$ cat src/cache_cfg.svh
`ifndef CACHE_CFG_SVH
`define CACHE_CFG_SVH

// data word on both the front end and the backend
`define DATA_W 32

// word address into the backend memory, 1024 words
`define WADDR_W 10

// cache geometry
// 16 lines per cache
`define NLINES_W 4

// 4 words per line
`define OFFSET_W 2

// whatever is left of the word address above index and offset
`define TAG_W (`WADDR_W - `NLINES_W - `OFFSET_W)

`endif

$ cat src/cache_pkg.sv
`include "cache_cfg.svh"

package cache_pkg;

   typedef logic [`DATA_W-1:0]   word_t;
   typedef logic [`DATA_W/8-1:0] strb_t;
   typedef logic [`WADDR_W-1:0]  waddr_t;

   // address fields, top to bottom
   typedef logic [`TAG_W-1:0]    tag_t;
   typedef logic [`NLINES_W-1:0] line_idx_t;
   typedef logic [`OFFSET_W-1:0] offset_t;

   // one word access; zero wstrb means read
   typedef struct packed {
      waddr_t addr;
      word_t  wdata;
      strb_t  wstrb;
   } mem_req_t;

   typedef enum logic [1:0] {
      cs_idle,
      cs_lookup,
      cs_refill,
      cs_write_thru
   } cache_state_e;

   typedef enum logic {
      arb_idle,
      arb_busy
   } arb_state_e;

endpackage

$ cat src/be_arbiter.sv
`timescale 1ns/1ps

module be_arbiter
   import cache_pkg::*;
(
   input  logic     clk,
   input  logic     rst_n,

   // cache ports
   input  logic     req0,
   input  mem_req_t data0,
   input  logic     req1,
   input  mem_req_t data1,
   output word_t    rdata,
   output logic     ack0,
   output logic     ack1,

   // ram port
   output logic     ram_req,
   output mem_req_t ram_data,
   input  word_t    ram_rdata,
   input  logic     ram_ack
);

   arb_state_e state;

   // port that owns the current access
   logic grant;
   // port that wins a tie
   logic prio;
   logic pick;

   assign pick = (req0 && req1) ? prio : req1;

   always_ff @(posedge clk or negedge rst_n) begin
      if (!rst_n) begin
         state   <= arb_idle;
         grant   <= 1'b0;
         prio    <= 1'b0;
         ram_req <= 1'b0;
      end else begin
         ram_req <= 1'b0;
         case (state)
            arb_idle: begin
               if (req0 || req1) begin
                  grant   <= pick;
                  prio    <= ~pick;
                  ram_req <= 1'b1;
                  state   <= arb_busy;
               end
            end
            arb_busy: begin
               // caches update be_req on this same edge
               if (ram_ack) begin
                  state <= arb_idle;
               end
            end
            default: begin
               state <= arb_idle;
            end
         endcase
      end
   end

   always_ff @(posedge clk) begin
      if (state == arb_idle) begin
         ram_data <= pick ? data1 : data0;
      end
   end

   assign rdata = ram_rdata;
   assign ack0  = ram_ack && !grant;
   assign ack1  = ram_ack && grant;

endmodule

$ cat config.mk
export PLATFORM = sky130hd
export DESIGN_NAME = be_arbiter
export DESIGN_NICKNAME = d
export VERILOG_FILES = /design/src/cache_pkg.sv /design/src/be_arbiter.sv
export VERILOG_INCLUDE_DIRS = /design/src
export SDC_FILE = /design/constraint.sdc
export NUM_CORES = 1
export LEC_CHECK = 0
export ABC_CLOCK_PERIOD_IN_PS = 4960
export CELL_PAD_IN_SITES_DETAIL_PLACEMENT = 0
export CELL_PAD_IN_SITES_GLOBAL_PLACEMENT = 1
export CORE_AREA = 3 3 79 81
export CTS_BUF_LIST = sky130_fd_sc_hd__clkbuf_2
export DETAILED_ROUTE_END_ITERATION = 8
export DIE_AREA = 0 0 82 84
export DONT_BUFFER_PORTS = 1
export GPL_ROUTABILITY_DRIVEN = 0
export PLACE_DENSITY = 0.87
export SLEW_MARGIN = 20
export SYNTH_ARGS = -nofsm -noshare
export SYNTH_HDL_FRONTEND = slang
export SYNTH_SLANG_ARGS = --single-unit
$ cat constraint.sdc
create_clock -name clk -period 4.96 [get_ports clk]
set_input_delay 0.248 -clock clk [delete_from_list [all_inputs] [get_ports clk]]
set_output_delay 0.248 -clock clk [all_outputs]
set_load 0.01 [all_outputs]
==> results.md <==
* Status: complete, no violations
* Reg clk slew, reported paths at 0.27 ns
* Via/cell ratio at 5.01
* Clk buf depth at 2
* Minimum clock period at 2.52 ns
* Nets at 347
* Met1 Resource Use GR at 0.136
* Yosys cell types at 18
* Final period util at 0.508
* PwrDens at 292 nW/um^2
* Synth Net Count at 277
* Syn avg cell area at 17.5 um^2
* ANT cells at 0
* Cts hold-fix bufs at 32
* RSZ-0062 raised after global routing: no
* Hold crit path type: in2reg
* Final setup vio count at 0
* Register area share after synthesis at 0.573
* Gr usage total at 0.161
* Layout cells sized above 1 at 0.265
* Initial Util at 0.466
* Worst EP required at 5.15 ns
* Global-route wire length before repair at 7940 um
* Maxcap violations at 0
* GR Util met3 at 0.0583
* Final Hold Viols at 0
* FMAX at 0.397 GHz
* Tightest hold margin at 0.0586 ns
* CTS Buf Count at 5
* Final ANT Viol Nets at 0
* Vias in the first global route at 1382
* Avg WL per Cell at 23.3 um
* Fin Setup TNS at 0 ns
* Post-synth top area cell: edfxtp_1
* Max VDD drop at 193 uV
* Crit-path slowest cell: nand2b_4
* Critical path, cell by cell: nor2b_4, nand2b_4, mux2_2, dlygate4sd3_1
* Post_cts resized at 0
* Slowest stage delay, CP at 0.67 ns
* Area growth, synth to finish at 30.9%
* Count leader, synth: edfxtp_1
* Detail Placement HPWL at 4240 um
* Worst Skew at 0.0282 ns
* Slew headroom at 0.380
* CTS sink cnt at 50
* DR pass1 iterations at 4
* WL final at 6780 um
* CP endpoint kind: flop
* M2 GR Usage at 0.316
* Area of the mapped netlist at 2580 um^2
* Initial antenna violation count at 0
* Largest net degree at the start of global routing at 47
* Cells after Synth at 148
* Die footprint at 6890 um^2
* H-tree Lvls at 2
* FFs w/ async S/R, synth at 0.0800
* Setup bufs post-CTS at 0
* #FFs+latches synth at 50
* Post-synth top cells: edfxtp_1, mux2_4, buf_4, mux2_2, buf_12
* Core Rows at 27
* Area contributors post-synth: edfxtp_1, mux2_4, buf_4, buf_12, dfrtp_1
* Setup Crit Path Kind: reg2reg
* Detailed-route DRC error count at 0
* CP startpoint kind: flop
* Final slew viol count at 0
* CTS tree: built
* Most used DFF post-synth: edfxtp_1
* Leak pwr at 1.35 nW
* IO Pins at 210
* Post-placement setup slack at 3.05 ns
* IO Port Bufs at 0
* GRT busiest layer: met2
* Iteration-0 DRC Markers at 47
* Core Area at 5540 um^2
* Post-synth EDFFs at 46
* Die Ht at 84 um
* Vias post-DR at 1457
* YS warnings at 0
* Clock latency on the worst-skew pair at 0.41 ns
* Horiz. Die Dim at 82 um
* Worst Max-Slew Pin Slew at 0.929 ns
* Root Driver: clkbuf_2
* Crit path setup slack, layout at 2.44 ns
* CP max FO at 46
* Total grt overflow at 0
* Yosys top cell area share at 0.535
* Critical path arrival at 2.71 ns
worst max-delay path: cells and delay by family (launching register included):
| family | cells | cell delay (ns) |
|---|---|---|
| AND/OR/NAND/NOR | 2 | 0.80 |
| buffers and inverters | 1 | 0.56 |
| flip-flops | 1 | 0.49 |
| multiplexers | 1 | 0.41 |
worst paths after layout:
check                                 start               endpoint  slack (ns)  depth (start not counted)
min                                    req0      grant$_DFFE_PN0P_        0.06                          2
max                        prio$_DFFE_PN0P_  ram_data[2]$_DFFE_PN_        2.44                          4
max in group asynchronous             rst_n      ram_req$_DFF_PN0_        4.21                          2
min in group asynchronous             rst_n        state$_DFF_PN0_        0.59                          2
max reg2reg                prio$_DFFE_PN0P_  ram_data[2]$_DFFE_PN_        2.44                          4
min reg2reg                prio$_DFFE_PN0P_       prio$_DFFE_PN0P_        0.58                          1
power by group:
group | switching [mW] | internal (mW)
logic | 0.0807 | 0.166
registers | 0.0470 | 0.526
clock network | 0.132 | 0.0362
per-layer routing:
| metal | share of wire | routed length [um] | vias to the layer above |
|---|---|---|---|
| met5 | 0 | 0 | - |
| met4 | 0.029 | 196 | 0 |
| met3 | 0.099 | 675 | 30 |
| met2 | 0.57 | 3870 | 109 |
| met1 | 0.30 | 2040 | 675 |
| li1 | - | - | 643 |
cell usage in the layout, fill, tap and decap left out:
master	synthesis	layout
nor2b_1	1	1
nor2b_4	1	1
nor3_1	1	1
edfxtp_1	46	46
inv_6	0	1
nand2_1	2	2
o21ai_0	2	2
mux2_2	6	6
dlygate4sd3_1	0	100
clkinvlp_4	0	2
mux2_4	40	40
nand2b_1	1	1
nand2b_4	1	1
or2b_2	1	1
inv_2	0	1
and2_1	1	1
clkbuf_2	0	5
nor2_1	2	2
dfrtp_1	4	4
a21oi_1	1	1
flip-flops by register name, summed over array words and instances, names as in the netlist:
signal / flops
ram_data: 46
ram_req: 1
grant: 1
state: 1
prio: 1
metrics by stage:
stage,utilization,area [um^2],cells,total power [mW]
after global routing,0.611,3380,291,1.03
after CTS,0.488,2700,223,0.926
after global placement,0.421,2330,183,0.718
final,0.611,3380,291,0.988
after floorplan,-,2580,148,0.745
after detailed placement,0.421,2330,183,0.727
cell type report:
class	instances	area (um^2)
clock buffer	5	25.0
clock inverter	3	23.8
fill	433	2160
inverter	1	3.75
multi-input combinational	60	758
sequential	50	1480
tap	72	90.1
timing repair buffer	100	1000
logic make-up (layout without fill, tap and decap cells):
family	count (synthesis)	after routing	share of synthesized area
simple gates	11	11	0.0291
mux	46	46	0.259
compound gates	3	3	0.00581
buf+inv	38	109	0.133
flops	50	50	0.573
(Power assumes the default switching activity.)
