File: config.mk
export PLATFORM = sky130hd
export DESIGN_NAME = cache_ctrl
export DESIGN_NICKNAME = d
export VERILOG_FILES = /design/src/cache_pkg.sv /design/src/cache_ctrl.sv
export VERILOG_INCLUDE_DIRS = /design/src
export SDC_FILE = /design/constraint.sdc
export NUM_CORES = 2
export LEC_CHECK = 0
export BUFFER_PORTS_ARGS = -buffer_cell sky130_fd_sc_hd__buf_2
export CAP_MARGIN = 30
export CORE_ASPECT_RATIO = 1.75
export CORE_MARGIN = 2
export CORE_UTILIZATION = 40
export CTS_CLUSTER_SIZE = 20
export DETAILED_ROUTE_END_ITERATION = 10
export PLACE_DENSITY = 0.52
export SETUP_SLACK_MARGIN = 0.2
export SLEW_MARGIN = 25
export SYNTH_ARGS = -nofsm -noshare
export SYNTH_HDL_FRONTEND = slang
export SYNTH_SLANG_ARGS = --single-unit
File: constraint.sdc
create_clock -name clk -period 5.8 [get_ports clk]
set_input_delay 1.16 -clock clk [delete_from_list [all_inputs] [get_ports clk]]
set_output_delay 1.16 -clock clk [all_outputs]
set_load 0.01 [all_outputs]
File: src/cache_cfg.svh
`ifndef CACHE_CFG_SVH
`define CACHE_CFG_SVH

// data word on both the front end and the backend
`define DATA_W 32

// word address into the backend memory, 1024 words
`define WADDR_W 10

// cache geometry
// 16 lines per cache
`define NLINES_W 4

// 4 words per line
`define OFFSET_W 2

// whatever is left of the word address above index and offset
`define TAG_W (`WADDR_W - `NLINES_W - `OFFSET_W)

`endif

File: src/cache_pkg.sv
`include "cache_cfg.svh"

package cache_pkg;

   typedef logic [`DATA_W-1:0]   word_t;
   typedef logic [`DATA_W/8-1:0] strb_t;
   typedef logic [`WADDR_W-1:0]  waddr_t;

   // address fields, top to bottom
   typedef logic [`TAG_W-1:0]    tag_t;
   typedef logic [`NLINES_W-1:0] line_idx_t;
   typedef logic [`OFFSET_W-1:0] offset_t;

   // one word access; zero wstrb means read
   typedef struct packed {
      waddr_t addr;
      word_t  wdata;
      strb_t  wstrb;
   } mem_req_t;

   typedef enum logic [1:0] {
      cs_idle,
      cs_lookup,
      cs_refill,
      cs_write_thru
   } cache_state_e;

   typedef enum logic {
      arb_idle,
      arb_busy
   } arb_state_e;

endpackage

File: src/cache_ctrl.sv
`timescale 1ns/1ps

`include "cache_cfg.svh"

module cache_ctrl
   import cache_pkg::*;
(
   input  logic     clk,
   input  logic     rst_n,
   input  logic     invalidate,

   // requester side
   input  logic     req,
   input  mem_req_t req_data,
   output word_t    rdata,
   output logic     ack,

   // backend side, one word per be_req
   output logic     be_req,
   output mem_req_t be_data,
   input  word_t    be_rdata,
   input  logic     be_ack
);

   localparam int NLINES = 1 << `NLINES_W;
   localparam int NWORDS = 1 << `OFFSET_W;

   cache_state_e      state;
   logic [NLINES-1:0] valid;
   tag_t              tag_mem  [NLINES];
   word_t             data_mem [NLINES][NWORDS];

   // word of the line being fetched
   offset_t   fill_cnt;
   offset_t   next_off;
   logic      fill_last;

   tag_t      req_tag;
   line_idx_t req_idx;
   offset_t   req_off;
   logic      is_read;
   logic      hit;
   word_t     merged;

   // request is held steady until ack, so decode it in place
   assign {req_tag, req_idx, req_off} = req_data.addr;
   assign is_read = (req_data.wstrb == '0);
   assign hit = valid[req_idx] && (tag_mem[req_idx] == req_tag);

   assign next_off  = fill_cnt + offset_t'(1);
   assign fill_last = (fill_cnt == offset_t'(NWORDS - 1));

   // cached word with the write bytes laid over it
   always_comb begin
      merged = data_mem[req_idx][req_off];
      for (int b = 0; b < `DATA_W / 8; b++) begin
         if (req_data.wstrb[b]) begin
            merged[8*b +: 8] = req_data.wdata[8*b +: 8];
         end
      end
   end

   always_ff @(posedge clk or negedge rst_n) begin
      if (!rst_n) begin
         state    <= cs_idle;
         ack      <= 1'b0;
         be_req   <= 1'b0;
         fill_cnt <= '0;
         valid    <= '0;
      end else begin
         ack <= 1'b0;
         case (state)
            cs_idle: begin
               // req is still high during the ack cycle
               if (req && !ack) begin
                  state <= cs_lookup;
               end
            end
            cs_lookup: begin
               if (!is_read) begin
                  be_req <= 1'b1;
                  state  <= cs_write_thru;
               end else if (hit) begin
                  ack   <= 1'b1;
                  state <= cs_idle;
               end else begin
                  be_req   <= 1'b1;
                  fill_cnt <= '0;
                  state    <= cs_refill;
               end
            end
            cs_refill: begin
               if (be_ack) begin
                  fill_cnt <= next_off;
                  if (fill_last) begin
                     be_req         <= 1'b0;
                     valid[req_idx] <= 1'b1;
                     ack            <= 1'b1;
                     state          <= cs_idle;
                  end
               end
            end
            cs_write_thru: begin
               if (be_ack) begin
                  be_req <= 1'b0;
                  ack    <= 1'b1;
                  state  <= cs_idle;
               end
            end
            default: begin
               state <= cs_idle;
            end
         endcase

         // flash clear wins over a line finishing its refill
         if (invalidate) begin
            valid <= '0;
         end
      end
   end

   // arrays, read data and backend request payload
   always_ff @(posedge clk) begin
      case (state)
         cs_lookup: begin
            rdata <= data_mem[req_idx][req_off];
            if (is_read) begin
               // refill starts at word 0 of the line
               be_data.addr  <= {req_tag, req_idx, offset_t'(0)};
               be_data.wdata <= req_data.wdata;
               be_data.wstrb <= '0;
            end else begin
               be_data <= req_data;
            end
         end
         cs_refill: begin
            if (be_ack) begin
               data_mem[req_idx][fill_cnt] <= be_rdata;
               be_data.addr <= {req_tag, req_idx, next_off};
               if (fill_cnt == req_off) begin
                  rdata <= be_rdata;
               end
               if (fill_last) begin
                  tag_mem[req_idx] <= req_tag;
               end
            end
         end
         cs_write_thru: begin
            // only a write hit touches the line
            if (be_ack && hit) begin
               data_mem[req_idx][req_off] <= merged;
            end
         end
         default: begin
         end
      endcase
   end

endmodule

==> impl_metrics.ini <==
[timing]
rsz0062_at_grt = false
setup_viol = 0
tns_ns = 0
min_period_ns = 4.43
period_share_pct = 76.4
skew_ns = 0.0465
fmax_ghz = 0.226
tightest_slew_ns = 1.02
hold_viol = 0
drv_slew = 0
relSlewSlack_pct = 31.7
hold_ws_ns = 0.327

[finish]
nFillCells = 17900
final-instance-count-excl-fill = 7443
layout_common_cells = edfxtp_1, mux4_2, clkbuf_16
final_common_cell = edfxtp_1
fin_util_pct = 46.4
nets = 4527
layout-drive-gt1-share_pct = 29.8
syn2layout_area_growth_pct = 15.3

[routing]
drtAntennaViolNets = 0
vias_per_cell = 5.99
firstDrtPassIters = 5
wire_per_inst_um = 37.5
drtIter0Drc = 4979
drc_errors = 0
wirelength_mm = 279
vias = 44600

[power_and_ir_drop]
ir_drop_mv = 0.256
intPower_mw = 26.4
leakage_nw = 31.6
pwr-share-comb_pct = 8.6
p_per_area_nw_per_um2 = 347
switching_share_pct = 23.7
p_sw_mw = 8.18
clkPwrFrac_pct = 39.0
pwr-share-seq_pct = 52.4

[setup_path]
critPathCaptureType = flip-flop
worstPathRequired_ns = 6.27
start_kind = input pin
r2r_end = data_mem[12][87]
endpoint = data_mem[12][87]
r2r_start = valid[6]
crit_path_start = req_data[39]
reg2regPathDepth = 11
critPathArrivalTime_ns = 4.90
critical_path_class = in -> reg
path_max_fanout = 38
reg2reg_slack_ns = 1.81

[synthesis]
syn_nets = 4169
yosys.cell_types.count = 61
synth_seq_cells = 2212
syn_avg_cell_area_um2 = 21.1
yosysSeqAreaShare_pct = 76.9
synthCells = 4082
async_flop_share_pct = 0.995
synth_edf_count = 2190
synthFlopType = edfxtp_1
syn_area_um2 = 86300
synth_warnings = 0

[global_routing]
grt_max_degree = 83
overflow = 0
grt_pass1_wl_mm = 379
grt_pass1_vias = 45300
grt_usage_pct = 25.3
antenna_found_initial = 14

[placed_design]
dpl.hpwl_mm = 169
placed_cells = 7068
port_buffers = 162
gp_congestion = 0.827

[die]
ios = 163
die_h_um = 618
start_util_pct = 40.2
die_x_um = 355
fp-row-count = 225
dieArea_um2 = 220000
coreArea_um2 = 215000

[clocking]
ctsHoldBuffers = 0
cts_num_sinks = 2212
cts.reportedPaths.clkPinSlew_ns = 0.06
post_cts_resized = 0
cts_root_buf = clkbuf_16
cts_buffer_depth = 4
cts_tree = yes
cts_made_buffers = 206
cts_setup_buffers = 0
cts_max_level = 4
clock_latency_ns = 0.86

[run_status]
status = completed

[flow_run]
drv_cap = 0

[worst_hold_path]
hold_class = in -> async
[logic make-up after synthesis]
family / Yosys count / share of synthesized area (%)
compound gates: 461 / 3.54
xor+xnor: 5 / 0.0508
fa+ha+maj: 4 / 0.0580
buf+inv: 252 / 1.42
flops: 2212 / 76.9
mux: 790 / 16.2
simple gates: 358 / 1.87
[worst min path at each step]
stage / slack, ns / endpoint / cells after the start
2_1_floorplan: 0.46 / valid[6] / 2
3_3_place_gp: 0.47 / valid[14] / 2
3_5_place_dp: 0.49 / valid[14] / 2
4_1_cts: 0.30 / valid[1] / 1
5_1_grt: 0.33 / valid[6] / 1
6_report: 0.33 / valid[1] / 1
[synthesized netlist by cell type, types with 4 or more instances]
| library cell | count | area, um^2 |
|---|---|---|
| edfxtp_1 | 2190 | 65800 |
| mux4_2 | 459 | 10300 |
| mux2i_1 | 174 | 1740 |
| nand2_1 | 166 | 623 |
| mux2_2 | 137 | 1540 |
| a21oi_1 | 124 | 621 |
| a22oi_1 | 116 | 871 |
| nor2_1 | 115 | 432 |
| buf_2 | 111 | 556 |
| clkbuf_1 | 95 | 357 |
| o22ai_1 | 65 | 407 |
| o21ai_0 | 38 | 190 |
| a211o_1 | 28 | 245 |
| o211ai_1 | 25 | 188 |
| dfrtp_1 | 22 | 551 |
| a211oi_1 | 18 | 135 |
| nand3_1 | 16 | 80.1 |
| o221ai_1 | 15 | 131 |
| buf_1 | 14 | 52.6 |
| a21o_1 | 13 | 97.6 |
| buf_4 | 13 | 97.6 |
| buf_6 | 12 | 135 |
| mux2_1 | 8 | 90.1 |
| nor2b_1 | 8 | 50.1 |
| mux4_1 | 7 | 184 |
| inv_1 | 6 | 22.5 |
| nand2b_1 | 6 | 37.5 |
| nor3_1 | 6 | 30.0 |
| mux2_4 | 5 | 75.1 |
| o311ai_0 | 5 | 43.8 |
| and2_1 | 4 | 25.0 |
| and3_1 | 4 | 25.0 |
| ha_1 | 4 | 50.1 |
| nor3b_1 | 4 | 30.0 |
[stage by stage]
| stage | setup slack [ns] | total power, mW | instance area (um^2) |
|---|---|---|---|
| 2_1_floorplan | 0.368 | 19.8 | 86300 |
| 3_3_place_gp | 0.228 | 21.4 | 92800 |
| 3_5_place_dp | 0.523 | 21.4 | 92900 |
| 4_1_cts | 1.40 | 34.8 | 99400 |
| 5_1_grt | 1.26 | 35.4 | 99500 |
| 6_report | 1.37 | 34.5 | 99500 |
[area by class of cell]
cell class / instances / area, um^2 / share of cell area [%]
clock inverters: 117 / 1090 / 1.09
flip-flops and latches: 2212 / 66300 / 66.7
multi-input cells: 1618 / 19400 / 19.5
diodes: 4 / 10.0 / 0.0101
well taps: 2837 / 3550 / 3.57
clock buffers: 253 / 5420 / 5.45
repair buffers: 396 / 3670 / 3.69
inverters: 6 / 23.8 / 0.0239
[flip-flops by register name (all words and copies together) (netlist names)]
register / cells
be_data: 46
data_mem: 2048
state: 2
valid: 16
rdata: 32
be_req: 1
tag_mem: 64
fill_cnt: 2
ack: 1
[per-layer routing]
metal	global-route usage (%)	vias up	wire, um
li1	-	17800	-
met1	32.0	24400	105000
met2	44.4	1880	145000
met3	3.60	463	17900
met4	9.03	8	11000
met5	0	-	48
[power groups by stage]
stage	registers, mW	logic (mW)	clock network, mW
2_1_floorplan	18.5	1.33	0
3_3_place_gp	18.4	2.95	0
3_5_place_dp	18.4	3.00	0
4_1_cts	18.1	3.01	13.7
5_1_grt	18.1	3.14	14.2
6_report	18.1	2.98	13.5
[critical path: stages]
cell and delay (ns):
buf_8 0.33, mux4_1 0.63, mux2_2 0.28, and4bb_2 0.23
nor4_2 0.33, buf_4 0.20, nor4_4 0.05, buf_4 0.21
a21oi_4 0.54, buf_4 0.38, nor2_4 0.06, buf_4 0.36
Note: power is estimated with default switching activity, not from simulation.
